## src/hdl/video_capture_pkg.sv

```systemverilog
`default_nettype none

package video_capture_pkg;

    //////////////////////////////////////////////////////////////
    // console frame geometry

    // free-running raw frame
    localparam int raw_width  = 1716;
    localparam int raw_height = 525;

    // last raw line index of each known format
    localparam int lines_240p = 262;
    localparam int lines_480  = 524;
    localparam int lines_pal  = 624;

    // visible window, direct and line-doubled
    localparam int win_hstart         = 265;
    localparam int win_vstart         = 40;
    localparam int win_height         = 480;
    localparam int win_hstart_dbl     = 249;
    localparam int win_vstart_dbl     = 18;
    localparam int win_height_dbl     = 504;
    localparam int win_vstart_dbl_pal = 19;
    localparam int win_height_dbl_pal = 600;
    localparam int win_width          = 720;

    // colour bars
    localparam int bars_offset = 40;
    localparam int bar_width   = 80;

    //////////////////////////////////////////////////////////////
    // types

    // first word of a pixel: red and top of green
    typedef struct packed {
        logic [7:0] red;
        logic [3:0] green_hi;
    } bus_first_t;

    // second word: bottom of green and blue
    typedef struct packed {
        logic [3:0] green_lo;
        logic [7:0] blue;
    } bus_second_t;

    typedef union packed {
        bus_first_t  first;
        bus_second_t second;
    } bus_word_t;

    typedef struct packed {
        logic [7:0] red;
        logic [7:0] green;
        logic [7:0] blue;
    } rgb_t;

    typedef struct packed {
        logic [11:0] raw_x;
        logic [11:0] raw_y;
    } raw_pos_t;

    typedef struct packed {
        logic add_line;
        logic is_pal;
        logic resync;
    } frame_format_t;

    typedef struct packed {
        logic [11:0] pixel_x;
        logic [11:0] pixel_y;
    } pixel_pos_t;

endpackage

`default_nettype wire

```

## src/hdl/raw_timing.sv

```systemverilog
`default_nettype none

module raw_timing import video_capture_pkg::*; #(
    parameter int unsigned idle_limit = 1000
) (
    input  logic          clock,
    input  logic          reset,
    input  bus_word_t     indata,
    input  logic          hsync_n,
    input  logic          vsync_n,
    input  logic          generate_timing,
    output raw_pos_t      raw_pos,
    output frame_format_t format,
    output logic          force_generate,
    output logic          phase
);

    localparam int count_width = $clog2(idle_limit + 1);

    logic                   hsync_q;
    logic                   vsync_q;
    logic                   hsync_fall;
    logic                   vsync_fall;
    logic                   free_run;
    logic                   idle;
    logic [count_width-1:0] idle_count;
    frame_format_t          next_format;

    assign hsync_fall = hsync_q && !hsync_n;
    assign vsync_fall = vsync_q && !vsync_n;
    assign free_run   = force_generate || generate_timing;

    // console idle: no syncs and all data pins pulled up
    assign idle = hsync_n && vsync_n && (&indata);

    // second word of each pixel sits on odd raw positions
    assign phase = raw_pos.raw_x[0];

    // classify the frame that just ended by its last line
    always_comb begin
        next_format.add_line = raw_pos.raw_y == 12'(lines_240p);
        next_format.is_pal   = raw_pos.raw_y == 12'(lines_pal);
        next_format.resync   = !(raw_pos.raw_y == 12'(lines_240p)
                              || raw_pos.raw_y == 12'(lines_480)
                              || raw_pos.raw_y == 12'(lines_pal));
    end

    always_ff @(posedge clock or posedge reset) begin
        if (reset) begin
            hsync_q        <= 1'b1;
            vsync_q        <= 1'b1;
            raw_pos        <= '0;
            format         <= '{add_line: 1'b0, is_pal: 1'b0, resync: 1'b1};
            force_generate <= 1'b0;
            idle_count     <= '0;
        end else begin
            hsync_q <= hsync_n;
            vsync_q <= vsync_n;

            if (free_run) begin
                // own 1716 x 525 timing
                if (raw_pos.raw_x == 12'(raw_width - 1)) begin
                    raw_pos.raw_x <= '0;
                    if (raw_pos.raw_y == 12'(raw_height - 1)) begin
                        raw_pos.raw_y <= '0;
                        format.resync <= 1'b0;
                    end else begin
                        raw_pos.raw_y <= raw_pos.raw_y + 12'd1;
                    end
                end else begin
                    raw_pos.raw_x <= raw_pos.raw_x + 12'd1;
                end
            end else if (hsync_fall) begin
                raw_pos.raw_x <= '0;
                if (vsync_fall) begin
                    raw_pos.raw_y <= '0;
                    format        <= next_format;
                end else begin
                    raw_pos.raw_y <= raw_pos.raw_y + 12'd1;
                end
            end else begin
                raw_pos.raw_x <= raw_pos.raw_x + 12'd1;
            end

            // idle timeout, sticky until reset
            if (!force_generate) begin
                if (idle) begin
                    if (idle_count == count_width'(idle_limit - 1)) begin
                        force_generate <= 1'b1;
                        format.resync  <= 1'b1;
                    end else begin
                        idle_count <= idle_count + 1'b1;
                    end
                end else begin
                    idle_count <= '0;
                end
            end
        end
    end

endmodule

`default_nettype wire

```

## src/hdl/visible_window.sv

```systemverilog
`default_nettype none

module visible_window import video_capture_pkg::*; (
    input  logic          clock,
    input  logic          reset,
    input  raw_pos_t      raw_pos,
    input  frame_format_t format,
    input  logic          phase,
    input  logic          line_doubler,
    input  logic [7:0]    conf240p,
    output pixel_pos_t    pixel_pos,
    output logic          de,
    output logic          frame_start
);

    logic [11:0] hstart;
    logic [11:0] vstart;
    logic [11:0] height;
    logic        line_start;
    logic        first_line;
    pixel_pos_t  next_pos;

    // window for the current format
    always_comb begin
        if (!line_doubler) begin
            hstart = 12'(win_hstart);
            vstart = 12'(win_vstart);
            height = 12'(win_height);
        end else if (format.is_pal) begin
            hstart = 12'(win_hstart_dbl);
            vstart = 12'(win_vstart_dbl_pal);
            height = 12'(win_height_dbl_pal);
        end else begin
            hstart = 12'(win_hstart_dbl);
            vstart = 12'(win_vstart_dbl);
            height = 12'(win_height_dbl);
        end
        // 240p picture can be nudged sideways
        if (format.add_line) begin
            hstart = hstart + {4'd0, conf240p};
        end
    end

    assign line_start = raw_pos.raw_x == hstart;
    assign first_line = raw_pos.raw_y == vstart;

    always_comb begin
        next_pos = pixel_pos;
        if (line_start) begin
            next_pos.pixel_x = '0;
            next_pos.pixel_y = first_line ? 12'd0 : pixel_pos.pixel_y + 12'd1;
        end else begin
            // one pixel per word pair
            next_pos.pixel_x = pixel_pos.pixel_x + {11'd0, phase};
        end
    end

    always_ff @(posedge clock or posedge reset) begin
        if (reset) begin
            pixel_pos   <= '0;
            de          <= 1'b0;
            frame_start <= 1'b0;
        end else begin
            pixel_pos   <= next_pos;
            de          <= next_pos.pixel_x < 12'(win_width) && next_pos.pixel_y < height;
            frame_start <= line_start && first_line;
        end
    end

endmodule

`default_nettype wire

```

## src/hdl/pixel_assembler.sv

```systemverilog
`default_nettype none

module pixel_assembler import video_capture_pkg::*; (
    input  logic       clock,
    input  logic       reset,
    input  bus_word_t  indata,
    input  logic       phase,
    input  pixel_pos_t pixel_pos,
    input  logic       de,
    input  logic       generate_video,
    input  logic       force_generate,
    output rgb_t       rgb
);

    localparam logic [7:0] full = 8'd255;

    bus_word_t   first_word;
    logic [11:0] bar_x;
    logic [2:0]  bar_index;
    logic        in_bars;
    rgb_t        bar_rgb;
    rgb_t        joined;

    //////////////////////////////////////////////////////////////
    // colour bars

    assign bar_x     = pixel_pos.pixel_x - 12'(bars_offset);
    assign in_bars   = pixel_pos.pixel_x >= 12'(bars_offset) && bar_x < 12'(8 * bar_width);
    assign bar_index = 3'(bar_x / 12'(bar_width));

    always_comb begin
        bar_rgb = '0;
        if (in_bars) begin
            case (bar_index)
                3'd0: bar_rgb.red = full;
                3'd1: bar_rgb.green = full;
                3'd2: bar_rgb.blue = full;
                3'd3: bar_rgb = '{red: full, green: full, blue: full};
                3'd5: bar_rgb = '{red: 8'd0, green: full, blue: full};
                3'd6: bar_rgb = '{red: full, green: full, blue: 8'd0};
                3'd7: bar_rgb = '{red: full, green: 8'd0, blue: full};
                // bar 4 stays black
                default: bar_rgb = '0;
            endcase
        end
    end

    //////////////////////////////////////////////////////////////
    // captured pixels

    // red and upper green from the held word, the rest from this one
    assign joined = '{
        red:   first_word.first.red,
        green: {first_word.first.green_hi, indata.second.green_lo},
        blue:  indata.second.blue
    };

    always_ff @(posedge clock) begin
        if (!phase) begin
            first_word <= indata;
        end
    end

    always_ff @(posedge clock or posedge reset) begin
        if (reset) begin
            rgb <= '0;
        end else if (!de) begin
            rgb <= '0;
        end else if (generate_video || force_generate) begin
            rgb <= bar_rgb;
        end else if (phase) begin
            rgb <= joined;
        end
    end

endmodule

`default_nettype wire

```

## src/hdl/pin_short_check.sv

```systemverilog
`default_nettype none

module pin_short_check import video_capture_pkg::*; (
    input  logic        clock,
    input  logic        reset,
    input  bus_word_t   indata,
    input  logic        de,
    input  logic        frame_start,
    output logic [21:0] pin_ok
);

    logic [11:0] word;
    logic [10:0] seen_hl;
    logic [10:0] seen_lh;
    logic [10:0] sample_hl;
    logic [10:0] sample_lh;

    assign word = indata;

    // upper pin of each pair against the one below it
    always_comb begin
        for (int i = 0; i < 11; i++) begin
            sample_hl[i] = de && word[i+1] && !word[i];
            sample_lh[i] = de && !word[i+1] && word[i];
        end
    end

    always_ff @(posedge clock or posedge reset) begin
        if (reset) begin
            seen_hl <= '0;
            seen_lh <= '0;
            pin_ok  <= '0;
        end else if (frame_start) begin
            pin_ok  <= {seen_hl, seen_lh};
            seen_hl <= sample_hl;
            seen_lh <= sample_lh;
        end else begin
            seen_hl <= seen_hl | sample_hl;
            seen_lh <= seen_lh | sample_lh;
        end
    end

endmodule

`default_nettype wire

```

## src/hdl/video_capture.sv

```systemverilog
`default_nettype none

module video_capture import video_capture_pkg::*; #(
    parameter int unsigned idle_limit = 1000
) (
    input  logic          clock,
    input  logic          reset,
    input  bus_word_t     indata,
    input  logic          hsync_n,
    input  logic          vsync_n,
    input  logic          line_doubler,
    input  logic          generate_video,
    input  logic          generate_timing,
    input  logic [7:0]    conf240p,
    output rgb_t          rgb,
    output logic          de,
    output pixel_pos_t    pixel_pos,
    output frame_format_t format,
    output logic          force_generate,
    output logic [21:0]   pin_ok
);

    raw_pos_t   raw_pos;
    logic       phase;
    pixel_pos_t win_pos;
    logic       win_de;
    logic       frame_start;

    raw_timing #(
        .idle_limit (idle_limit)
    ) i_raw_timing (
        .clock           (clock),
        .reset           (reset),
        .indata          (indata),
        .hsync_n         (hsync_n),
        .vsync_n         (vsync_n),
        .generate_timing (generate_timing),
        .raw_pos         (raw_pos),
        .format          (format),
        .force_generate  (force_generate),
        .phase           (phase)
    );

    visible_window i_visible_window (
        .clock        (clock),
        .reset        (reset),
        .raw_pos      (raw_pos),
        .format       (format),
        .phase        (phase),
        .line_doubler (line_doubler),
        .conf240p     (conf240p),
        .pixel_pos    (win_pos),
        .de           (win_de),
        .frame_start  (frame_start)
    );

    pixel_assembler i_pixel_assembler (
        .clock          (clock),
        .reset          (reset),
        .indata         (indata),
        .phase          (phase),
        .pixel_pos      (win_pos),
        .de             (win_de),
        .generate_video (generate_video),
        .force_generate (force_generate),
        .rgb            (rgb)
    );

    pin_short_check i_pin_short_check (
        .clock       (clock),
        .reset       (reset),
        .indata      (indata),
        .de          (win_de),
        .frame_start (frame_start),
        .pin_ok      (pin_ok)
    );

    // window position and enable, aligned with the registered colour
    always_ff @(posedge clock or posedge reset) begin
        if (reset) begin
            de        <= 1'b0;
            pixel_pos <= '0;
        end else begin
            de        <= win_de;
            pixel_pos <= win_pos;
        end
    end

endmodule

`default_nettype wire

```

## config.mk

```make
export PLATFORM = sky130hd
export DESIGN_NAME = video_capture
export DESIGN_NICKNAME = d
export VERILOG_FILES = /design/src/hdl/video_capture_pkg.sv /design/src/hdl/raw_timing.sv /design/src/hdl/visible_window.sv /design/src/hdl/pixel_assembler.sv /design/src/hdl/pin_short_check.sv /design/src/hdl/video_capture.sv
export SDC_FILE = /design/constraint.sdc
export NUM_CORES = 1
export LEC_CHECK = 0
export ABC_AREA = 1
export ABC_CLOCK_PERIOD_IN_PS = 16400
export BUFFER_PORTS_ARGS = -buffer_cell sky130_fd_sc_hd__buf_4
export CAP_MARGIN = 20
export CORE_UTILIZATION = 40
export DETAILED_ROUTE_END_ITERATION = 6
export PLACE_DENSITY_LB_ADDON = 0.05
export SYNTH_ARGS = -nofsm -noshare
export SYNTH_HDL_FRONTEND = slang
export SYNTH_SLANG_ARGS = --single-unit
```

## constraint.sdc

```tcl
create_clock -name clock -period 16.4 [get_ports clock]
set_clock_uncertainty 0.1 [all_clocks]
set_input_delay 3.28 -clock clock [delete_from_list [all_inputs] [get_ports clock]]
set_output_delay 3.28 -clock clock [all_outputs]
set_load 0.005 [all_outputs]
```

# Word level (Yosys, flattened, before mapping)
# Cells that the tools add are included.
# Widths: inputs -> output; s select.
# classes
n_bitwise,4
eq_ne,16
add_sub_neg,7
mux,38
reduce_logical,79
n_div,1
n_lt_le_gt_ge,4
# ops
operator,count
$mux 12,11
$mux 24,5
$logic_and 1x1->1,51
$mux 10,4
$add 12x1->12 const B,3
$eq 12x10->1 const B,2
$eq 12x12->1,2
$lt 12x10->1 const B,2
$mux 8,3
$mux 11,2
$or 11x11->11,2
$logic_not 1->1,15
$add 12x1->12,1
$div 12x7->12 const B,1
$eq 12x11->1 const B,1
$eq 12x9->1 const B,1
$ge 12x6->1 const B,1
$lt 12x12->1,1
$mux 1,12
$reduce_and 12->1,1
$reduce_or 4->1,3
$sub 12x6->12 const B,1
$add 10x1->10 const B,1
$add 9x8->10,1
other kinds (13),22
# word_totals
regBits,171
inputBits,27

# Longest topological paths before layout
# Gate-level depths: netlist (run 1).
# logic_depth
ltp_word,10
mapped_depth,34

# Modules after synthesis
# From an unflattened synthesis (run 1), not the netlist that was laid out.
# hier_totals
cells_unflattened,1187
area_unflattened_um2,9394.0
# modules_own_cells
mod,cells_each,instances,area_per_inst_um2
raw_timing,326,1,2459.9
visible_window,339,1,2346.0
pixel_assembler,298,1,2242.2
pin_short_check,198,1,1716.6
video_capture,26,1,629.4

# Worst setup path after synthesis (run 1)
# OpenSTA, ideal clock, no wires.
# synth_timing
path_kind,input to register
from,in line_doubler
to,reg i_visible_window.de
stages,21
path_buffers,0
t_required_ps,16229
slack_ps,10083
t_arrival_ps,6146
cell_sequence,ha_1 -> nand2_1 -> nand2_1 -> nand2_1 -> nand2_1 -> a21oi_1 -> and2_1 -> o21ai_0 -> nand2_1 -> xor2_1 -> nand4_1 -> nor3_1 -> nand3_1 -> nor4_1 -> nand2_1 -> o22ai_1 -> a21oi_1 -> ha_1 -> a211oi_1 -> nand4_1 -> nor2_1
# synth_lines
item,line_no,source
from (decl),video_capture.sv:11,"input logic line_doubler,"
to (signal assigned),visible_window.sv:65,de <= next_pos.pixel_x < 12'(win_width) && next_pos.pixel_y < height;
to (decl),visible_window.sv:12,"output logic de,"

==> metrics.md, run 1 <==
| Metric | Value |
|---|---|
| VDD IR max | `0.07222 mV` |
| Synth cell types | `44` |
| Vias | `6945` |
| Layout Nets | `1185` |
| Die area | `21800 sq um` |
| I/O pin total | `102` |
| Pwr Density | `88.91 nW/um^2` |
| Reg area | `4344 sq um` |
| Top cell type's share of synthesized area | `0.4600` |
| Dpl cells | `1388` |
| Register area share after synthesis | `0.5117` |
| Share of layout cells above drive strength 1 | `0.1530` |
| Outcome | `complete, no violations` |
| Slew Limit Fails | `0` |
| Detailed-route DRC error count | `0` |
| Core region area | `20490 sq um` |
| CTS sink cnt | `171` |
| Initial antenna violation count | `0` |
| Grt total ovfl | `0` |
| Vias in the first global route | `6497` |
| DP HPWL | `14510 um` |
| Max-cap viol count | `0` |
| Crit path required time | `16.66 ns` |
| CP max FO | `16` |
| Largest net degree at the start of global routing | `87` |
| Post-CTS Hold Buffers | `0` |
| Root Driver | `clkbuf_16` |
| Critical Path AT | `7.40 ns` |
| Max_slew headroom | `0.2744` |
| Die Y | `147.7 um` |
| Count of final hold-check violations | `0` |
| Port Buffers | `101` |
| CP Capture Type | `register` |
| Placer Congestion | `0.8472` |
| CP Launch Type | `input port` |
| Post-synthesis net count | `1081` |
| 1st-pass router iterations | `5` |
| Layout Cells excl Fill | `1420` |
| # rows | `52` |
| Worst-path clk slew | `0.07 ns` |
| Die X | `147.7 um` |
| TritonCTS clock tree | `done` |
| H-tree Lvls | `4` |
| Clk_lat worst skew | `0.43 ns` |
| Cells after synthesis | `1033` |
| First-pass GRT wire length | `33050 um` |
| Layout Area Growth over Synthesis | `20.18%` |
| P_leak | `5.180 nW` |
| Final setup fails | `0` |
| EDFF count, synth | `12` |
| Final ANT Viol Nets | `0` |
| GRT Overall Usage | `0.1929` |
| Setup total negative slack | `0 ns` |
| Min-Delay Path Class | `reg -> reg` |
| TritonCTS Buffers | `17` |
| Fin crit share | `0.4357` |
| FMAX | `140.0 MHz` |
| Synth area leader | `dfrtp_1` |
| Crit path time final | `7.145 ns` |
| WL final | `19950 um` |
| Starting Density | `0.4141` |
| Diode count | `0` |
| Post-synth top flop | `dfrtp_1` |
| Post-synth top cells | `224 x nand2_1, 156 x dfrtp_1, 146 x inv_1` |
| Worst Tran Pin Value | `1.084 ns` |
| Most common cell in the synthesized netlist | `nand2_1` |
| Vias per cell | `4.891` |
| Async SR Flop Fraction | `0.9298` |
| Clock Tree Buf Depth | `2` |
| Resized Gates After CTS | `0` |
| Syn Std Cell Area | `8487 sq um` |
| Post-CTS setup buffer count | `0` |
| Detailed Route Iter0 Violations | `445` |
| Syn Area/Cell | `8.216 sq um` |
| WL per Instance | `14.05 um` |
| Fill count | `1981` |
| Synth top area cells | `dfrtp_1 46%, nand2_1 9.9%, inv_1 6.5%` |
| RSZ-0062 raised after global routing | `false` |
| Multi-input logic area | `3497 sq um` |
| Synthesized flop and latch total | `171` |
| Yosys warnings | `0` |
| CP Class | `in -> reg` |
## cell type report
type / instances / share of cell area
multi-input cells: 690 / 0.3429
well taps: 270 / 0.03312
flip-flops and latches: 171 / 0.4259
inverters: 153 / 0.05680
clock buffers: 17 / 0.04171
clock inverters: 15 / 0.02306
repair buffers: 104 / 0.07655
## flip-flops by register name, summed over array words and instances (netlist names)
name	cells
pixel_pos	24
i_raw_timing.format	3
i_raw_timing.raw_pos	23
i_raw_timing.force_generate	1
de	1
i_pixel_assembler.first_word	12
i_raw_timing.vsync_q	1
i_raw_timing.phase	1
i_raw_timing.hsync_q	1
i_raw_timing.idle_count	10
i_visible_window.de	1
i_pixel_assembler.rgb	24
i_visible_window.frame_start	1
i_pin_short_check.pin_ok	22
i_pin_short_check.seen_lh	11
i_visible_window.pixel_pos	24
i_pin_short_check.seen_hl	11
## metrics by stage
| stage | area [sq um] | utilization | power [mW] | setup WS (ns) | hold slack, ns |
|---|---|---|---|---|---|
| floorplan | 8487 | - | 0.4500 | 8.733 | 0.2537 |
| global placement | 9539 | 0.4654 | 0.4623 | 8.999 | 0.2623 |
| detailed placement | 9539 | 0.4654 | 0.4624 | 8.831 | 0.2684 |
| CTS | 10200 | 0.4977 | 0.9193 | 9.265 | 0.2841 |
| global route | 10200 | 0.4977 | 0.9380 | 8.850 | 0.2933 |
| finish | 10200 | 0.4977 | 0.9069 | 9.255 | 0.2829 |
## placed cells by master, fill, tap and decap left out, types with 12 or more instances in the layout
cell type | synthesis | layout
a21oi_1 | 68 | 68
buf_4 | 0 | 104
clkbuf_16 | 0 | 17
dfrtp_1 | 156 | 155
edfxtp_1 | 12 | 12
ha_1 | 21 | 21
inv_1 | 146 | 145
nand2_1 | 224 | 224
nand2_2 | 14 | 14
nand3_1 | 68 | 68
nand4_1 | 24 | 24
nor2_1 | 99 | 99
nor3_1 | 29 | 29
o21ai_0 | 56 | 56
xor2_1 | 19 | 19
## power breakdown
| group | internal (mW) | switching (mW) | total [mW] | leakage, nW |
|---|---|---|---|---|
| Sequential | 0.426 | 0.0000969 | 0.426 | 2.06 |
| Combinational | 0.00878 | 0.0186 | 0.0274 | 2.80 |
| Clock | 0.274 | 0.180 | 0.453 | 0.320 |
| Total | 0.709 | 0.198 | 0.907 | 5.18 |
## worst paths after layout
path | to | slack, ns | from | depth (start not counted)
setup / recovery | i_visible_window.de$_DFF_PP0_ | 9.26 | line_doubler | 22
hold / removal | pixel_pos[12]$_DFF_PP0_ | 0.28 | i_visible_window.pixel_pos[12]$_DFF_PP0_ | 0
setup reg to reg | i_visible_window.de$_DFF_PP0_ | 11.90 | i_raw_timing.format[2]$_DFFE_PP0P_ | 20
hold reg to reg | pixel_pos[12]$_DFF_PP0_ | 0.28 | i_visible_window.pixel_pos[12]$_DFF_PP0_ | 0
max in group asynchronous | i_visible_window.frame_start$_DFF_PP0_ | 11.80 | reset | 3
min in group asynchronous | i_raw_timing.force_generate$_DFF_PP0_ | 2.90 | reset | 2
## critical path, stage by stage
cell and delay (ns):
buf_4 0.18, ha_1 0.35, nand2_1 0.08, nand2_1 0.08, nand2_1 0.07, nand2_1 0.05
a21oi_1 0.22, and2_1 0.16, o21ai_0 0.07, nand2_1 0.10, xor2_1 0.26, nand4_1 0.64
nor3_1 0.35, nand3_1 0.13, nor4_1 0.31, nand2_1 0.12, o22ai_1 0.13, a21oi_1 0.08
ha_1 0.31, a211oi_1 0.22, nand4_1 0.12, nor2_1 0.10
## cell families after synthesis
family / count (synthesis) / synth area share
XOR/XNOR: 26 / 0.02683
adder cells (fa/ha/maj): 21 / 0.03096
buffers and inverters: 172 / 0.07622
flip-flops: 171 / 0.5117
AO/OA/AOI/OAI: 147 / 0.09332
AND/OR/NAND/NOR: 496 / 0.2609
## metal layers
layer / part of all wire / up-vias / GRT usage
met5: 0 / - / 0
met4: 0.0091 / 0 / 0.05258
met3: 0.037 / 14 / 0.03981
met2: 0.45 / 120 / 0.2922
met1: 0.51 / 3236 / 0.2794
li1: - / 3575 / -
No activity file was read; power rests on OpenSTA's default activity.
==> run 2, diff against run 1 <==
--- a/config.mk
+++ b/config.mk
@@ -6,7 +6,7 @@
 export NUM_CORES = 1
 export LEC_CHECK = 0
 export ABC_AREA = 1
-export ABC_CLOCK_PERIOD_IN_PS = 16400
+export ABC_CLOCK_PERIOD_IN_PS = 6630
 export BUFFER_PORTS_ARGS = -buffer_cell sky130_fd_sc_hd__buf_4
 export CAP_MARGIN = 20
 export CORE_UTILIZATION = 40
==> constraint.sdc (replaced) <==
create_clock -name clock -period 6.63 [get_ports clock]
set_clock_uncertainty 0.1 [all_clocks]
set_input_delay 1.326 -clock clock [delete_from_list [all_inputs] [get_ports clock]]
set_output_delay 1.326 -clock clock [all_outputs]
set_load 0.005 [all_outputs]
==> metrics.md, run 2 (synthesis results as in run 1) <==
| Metric | Value |
|---|---|
| Outcome | `complete, no violations` |
| TritonCTS Buffers | `17` |
| Largest net degree at the start of global routing | `111` |
| Core region area | `20490 sq um` |
| Post-CTS setup buffer count | `0` |
| Layout Area Growth over Synthesis | `20.36%` |
| Die area | `21800 sq um` |
| Resized Gates After CTS | `0` |
| Worst Tran Pin Value | `1.044 ns` |
| Starting Density | `0.4141` |
| Leading cell type in the layout, fill and taps excluded | `nand2_1` |
| Design area | `10210 sq um` |
| Clock Tree Buf Depth | `2` |
| Setup total negative slack | `0 ns` |
| Fin crit share | `0.6903` |
| Most frequent cells in the layout | `224 x nand2_1, 155 x dfrtp_1, 145 x inv_1` |
| Diode count | `0` |
| Max_slew headroom | `0.3015` |
| 1st-pass router iterations | `5` |
| I/O pin total | `102` |
| Crit path time final | `4.577 ns` |
| Hold_ws | `0.3055 ns` |
| End point of the critical path | `i_visible_window.de$_DFF_PP0_` |
| Slew Limit Fails | `0` |
| Share of layout cells above drive strength 1 | `0.1554` |
| Initial antenna violation count | `0` |
| R2R Setup Slk | `2.71 ns` |
| Max incr delay on CP | `0.35 ns` |
| Cell Area, Placed | `9547 sq um` |
| R2R Path End | `i_visible_window.de$_DFF_PP0_` |
| CP max FO | `16` |
| Vias | `6884` |
| Clk_lat worst skew | `0.43 ns` |
| RSZ-0062 raised after global routing | `false` |
| Worst r2r src | `i_raw_timing.format[2]$_DFFE_PP0P_` |
| First-pass GRT wire length | `33460 um` |
| WL final | `19850 um` |
| Vias per cell | `4.841` |
| Fin util | `0.4984` |
| Layout Nets | `1187` |
| Final setup fails | `0` |
| FMAX | `218.5 MHz` |
| Port Buffers | `101` |
| Placer Congestion | `0.8415` |
| # rows | `52` |
| CP Class | `in -> reg` |
| Detailed Route Iter0 Violations | `373` |
| Pwr Density | `215.5 nW/um^2` |
| Sequential Power Share | `0.479` |
| Net Switching | `0.4855 mW` |
| Die Y | `147.7 um` |
| DP HPWL | `14450 um` |
| Critical Path Source | `line_doubler` |
| H-tree Lvls | `4` |
| Worst path cell trace | `buf_4 > ha_1 > nand2_1 > nand2_1 > nand2_1 > nand2_1 > a21oi_1 > and2_1 > o21ai_0 > nand2_1 > xor2_1 > nand4_1 > buf_4 > nor3_1 > nand3_1 > nor4_1 > nand2_1 > o22ai_1 > a21oi_1 > ha_1 > a211oi_1 > nand4_1 > nor2_1` |
| GRT Overall Usage | `0.1947` |
| Setup ws final | `2.053 ns` |
| R2R depth | `21` |
| Count of final hold-check violations | `0` |
| VDD IR max | `0.1737 mV` |
| Crit path max-delay cell type | `ha_1` |
| CP Capture Type | `register` |
| Detailed-route DRC error count | `0` |
| Critical Path AT | `4.83 ns` |
| Most frequent CP cell | `nand2_1` |
| Worst-path clk slew | `0.07 ns` |
| Internal power | `1.716 mW` |
| Min-Delay Path Class | `reg -> reg` |
| Post-CTS Hold Buffers | `0` |
| TritonCTS clock tree | `done` |
| Final ANT Viol Nets | `0` |
| Largest regs | `i_pixel_assembler.rgb: 24 flops, i_visible_window.pixel_pos: 24 flops, pixel_pos: 24 flops` |
| CTS sink cnt | `171` |
| Switching share of total power | `0.2205` |
| Max-cap viol count | `0` |
| Root Driver | `clkbuf_16` |
| Crit path required time | `6.89 ns` |
| P_leak | `5.188 nW` |
| Logic gate share of total power | `0.032` |
| DP Worst Slack | `1.662 ns` |
| Clock Power Share | `0.489` |
| Vias in the first global route | `6543` |
| Die X | `147.7 um` |
| Grt total ovfl | `0` |
| CP Launch Type | `input port` |
| WL per Instance | `13.96 um` |
[run 2: power by group through the flow]
stage          Clock, mW  Sequential (mW)  Combinational [mW]
6_report            1.08             1.05              0.0695
5_1_grt             1.16             1.05              0.0790
4_1_cts             1.11             1.05              0.0696
3_5_place_dp           0             1.07              0.0693
3_3_place_gp           0             1.07              0.0690
2_1_floorplan          0             1.07              0.0385
[run 2: area by class of cell]
class,instances,area [sq um]
fillers,2029,10280
multi-input cells,690,3497
repair buffers,106,815.8
clock buffers,20,467.9
inverters,153,579.3
clock inverters,12,172.7
flip-flops and latches,171,4344
well taps,270,337.8
[run 2: how the worst min path moves through the flow]
stage / cells after the start / to / from
5_1_grt: 0 / pixel_pos[12]$_DFF_PP0_ / i_visible_window.pixel_pos[12]$_DFF_PP0_
6_report: 0 / pixel_pos[12]$_DFF_PP0_ / i_visible_window.pixel_pos[12]$_DFF_PP0_
3_3_place_gp: 0 / pixel_pos[12]$_DFF_PP0_ / i_visible_window.pixel_pos[12]$_DFF_PP0_
3_5_place_dp: 0 / pixel_pos[12]$_DFF_PP0_ / i_visible_window.pixel_pos[12]$_DFF_PP0_
2_1_floorplan: 0 / pixel_pos[10]$_DFF_PP0_ / i_visible_window.pixel_pos[10]$_DFF_PP0_
4_1_cts: 0 / pixel_pos[12]$_DFF_PP0_ / i_visible_window.pixel_pos[12]$_DFF_PP0_
[run 2: critical path: cells and delay by family]
family                   cells  cell delay (ns)
AND/OR/NAND/NOR             13             1.54
AO/OA/AOI/OAI                5             0.71
adder cells (fa/ha/maj)      2             0.67
buffers and inverters        2             0.40
XOR/XNOR                     1             0.21
[run 2: layer usage]
layer,routed length (um),share of wire,track usage
met5,0,0,0
met4,242,0.012,0.05773
met3,922,0.046,0.03827
met2,8932,0.45,0.2969
met1,9755,0.49,0.2798
[run 2: through the flow]
stage / std cells / power, mW
3_3_place_gp: 1389 / 1.143
2_1_floorplan: 1033 / 1.113
4_1_cts: 1421 / 2.232
6_report: 1422 / 2.201
3_5_place_dp: 1389 / 1.144
5_1_grt: 1422 / 2.290
==> run 3, diff against run 2 <==
--- a/config.mk
+++ b/config.mk
@@ -6,7 +6,7 @@
 export NUM_CORES = 1
 export LEC_CHECK = 0
 export ABC_AREA = 1
-export ABC_CLOCK_PERIOD_IN_PS = 6630
+export ABC_CLOCK_PERIOD_IN_PS = 4800
 export BUFFER_PORTS_ARGS = -buffer_cell sky130_fd_sc_hd__buf_4
 export CAP_MARGIN = 20
 export CORE_UTILIZATION = 40
==> constraint.sdc (replaced) <==
create_clock -name clock -period 4.8 [get_ports clock]
set_clock_uncertainty 0.1 [all_clocks]
set_input_delay 0.96 -clock clock [delete_from_list [all_inputs] [get_ports clock]]
set_output_delay 0.96 -clock clock [all_outputs]
set_load 0.005 [all_outputs]
==> metrics.md, run 3 (synthesis results as in run 1) <==
| Metric | Value |
|---|---|
| Crit path required time | `5.02 ns` |
| Final ANT Viol Nets | `0` |
| Detailed-route DRC error count | `0` |
| TritonCTS clock tree | `done` |
| VDD IR max | `0.2822 mV` |
| Starting Density | `0.4141` |
| Dpl cells | `1392` |
| GRT Overall Usage | `0.1939` |
| Fin util | `0.4973` |
| P_leak | `5.175 nW` |
| Post-CTS setup buffer count | `0` |
| Vias | `6896` |
| Fin crit share | `0.8467` |
| CTS sink cnt | `171` |
| # rows | `52` |
| Die Y | `147.7 um` |
| Die X | `147.7 um` |
| CP Capture Type | `register` |
| FMAX | `246.0 MHz` |
| Root Driver | `clkbuf_16` |
| CP max FO | `15` |
| Layout Cells excl Fill | `1424` |
| Fill count | `2044` |
| Outcome | `complete, no violations` |
| Min-Delay Path Class | `reg -> reg` |
| Setup total negative slack | `0 ns` |
| Placer Congestion | `0.8282` |
| Port Buffers | `101` |
| Resized Gates After CTS | `0` |
| Final setup fails | `0` |
| 1st-pass router iterations | `5` |
| DP HPWL | `14580 um` |
| Max_slew headroom | `0.3481` |
| Clk_lat worst skew | `0.43 ns` |
| Critical Path AT | `4.29 ns` |
| Grt total ovfl | `0` |
| Largest regs | `i_pixel_assembler.rgb: 24 flops, i_visible_window.pixel_pos: 24 flops, pixel_pos: 24 flops` |
| Worst Tran Pin Value | `0.9778 ns` |
| Core region area | `20490 sq um` |
| Most frequent cells in the layout | `224 x nand2_1, 155 x dfrtp_1, 145 x inv_1` |
| Vias per cell | `4.843` |
| Pwr Density | `289.5 nW/um^2` |
| I/O pin total | `102` |
| Layout Area Growth over Synthesis | `20.08%` |
| WL per Instance | `13.89 um` |
| Initial antenna violation count | `0` |
| Largest net degree at the start of global routing | `72` |
| Worst-path clk slew | `0.07 ns` |
| H-tree Lvls | `4` |
| Detailed Route Iter0 Violations | `318` |
| Max-cap viol count | `0` |
| Layout Nets | `1189` |
| Die area | `21800 sq um` |
| First-pass GRT wire length | `33390 um` |
| Slew Limit Fails | `0` |
| CP Launch Type | `input port` |
| Vias in the first global route | `6593` |
| TritonCTS Buffers | `17` |
| Leading cell type in the layout, fill and taps excluded | `nand2_1` |
| WL final | `19780 um` |
| Post-CTS Hold Buffers | `0` |
| Count of final hold-check violations | `0` |
| Diode count | `0` |
| RSZ-0062 raised after global routing | `false` |
| Clock Tree Buf Depth | `2` |
| Crit path time final | `4.064 ns` |
| CP Class | `in -> reg` |
| Share of layout cells above drive strength 1 | `0.1577` |
-- run 3: cell types whose count changed in the layout (fill, tap and decap cells not counted) --
cell,delta
clkbuf_8,-1
clkinv_4,+4
clkbuf_1,-1
buf_4,+2
buf_12,+1
clkbuf_16,-1
inv_8,-1
inv_6,-2
buf_16,-1
bufinv_16,-2
clkinv_8,+4
-- run 3: layout make-up --
class                      count  area, sq um  area share
multi-input combinational    690         3497      0.3432
timing repair buffer         108        823.3     0.08079
tap                          270        337.8     0.03315
clock inverter                15        185.2     0.01817
clock buffer                  17        425.4     0.04174
sequential                   171         4344      0.4263
inverter                     153        578.1     0.05672
-- run 3: critical path: stages --
cell,delay (ns)
buf_4,0.18
ha_1,0.35
nand2_1,0.08
nand2_1,0.07
nand2_1,0.06
nand2_1,0.05
a21oi_1,0.19
and2_1,0.15
o21ai_0,0.06
nand2_1,0.10
xor2_1,0.20
nand4_1,0.35
nor4_1,0.29
inv_1,0.08
o21ai_0,0.16
nor3b_1,0.34
ha_1,0.19
a21boi_0,0.16
nand2_1,0.08
a21oi_1,0.13
nor2_1,0.05
-- run 3: final timing paths --
check | start | end | slack (ns) | depth (start not counted)
setup reg to reg | i_raw_timing.format[2]$_DFFE_PP0P_ | i_visible_window.de$_DFF_PP0_ | 0.98 | 19
min in group asynchronous | reset | pixel_pos[23]$_DFF_PP0_ | 0.50 | 2
hold reg to reg | i_visible_window.pixel_pos[10]$_DFF_PP0_ | pixel_pos[10]$_DFF_PP0_ | 0.28 | 0
max in group asynchronous | reset | i_pin_short_check.pin_ok[14]$_DFFE_PP0P_ | 3.27 | 3
setup / recovery | line_doubler | i_visible_window.de$_DFF_PP0_ | 0.74 | 21
hold / removal | i_visible_window.pixel_pos[10]$_DFF_PP0_ | pixel_pos[10]$_DFF_PP0_ | 0.28 | 0
-- run 3: metrics by stage --
step | power [mW] | hold WS [ns] | area (sq um) | setup slack [ns]
floorplan | 1.538 | 0.2537 | 8491 | 0.8027
global placement | 1.582 | 0.2624 | 9580 | 0.4253
detailed placement | 1.582 | 0.2656 | 9580 | 0.3548
CTS | 2.993 | 0.2840 | 10190 | 0.7838
global route | 3.058 | 0.3011 | 10190 | 0.2880
finish | 2.950 | 0.2814 | 10190 | 0.7358
-- run 3: layer usage --
layer	track usage	wire length [um]	up-vias	part of all wire
met5	0	0	-	0
met4	0.05567	218	0	0.011
met3	0.03395	687	17	0.035
met2	0.2903	8761	120	0.44
met1	0.2868	10110	3175	0.51
li1	-	-	3584	-
-- run 3: report_power, final --
part	switching [mW]	leakage, nW	internal [mW]
clock network	0.653	0.294	0.746
registers	0.000295	2.06	1.46
logic	0.0633	2.82	0.0322
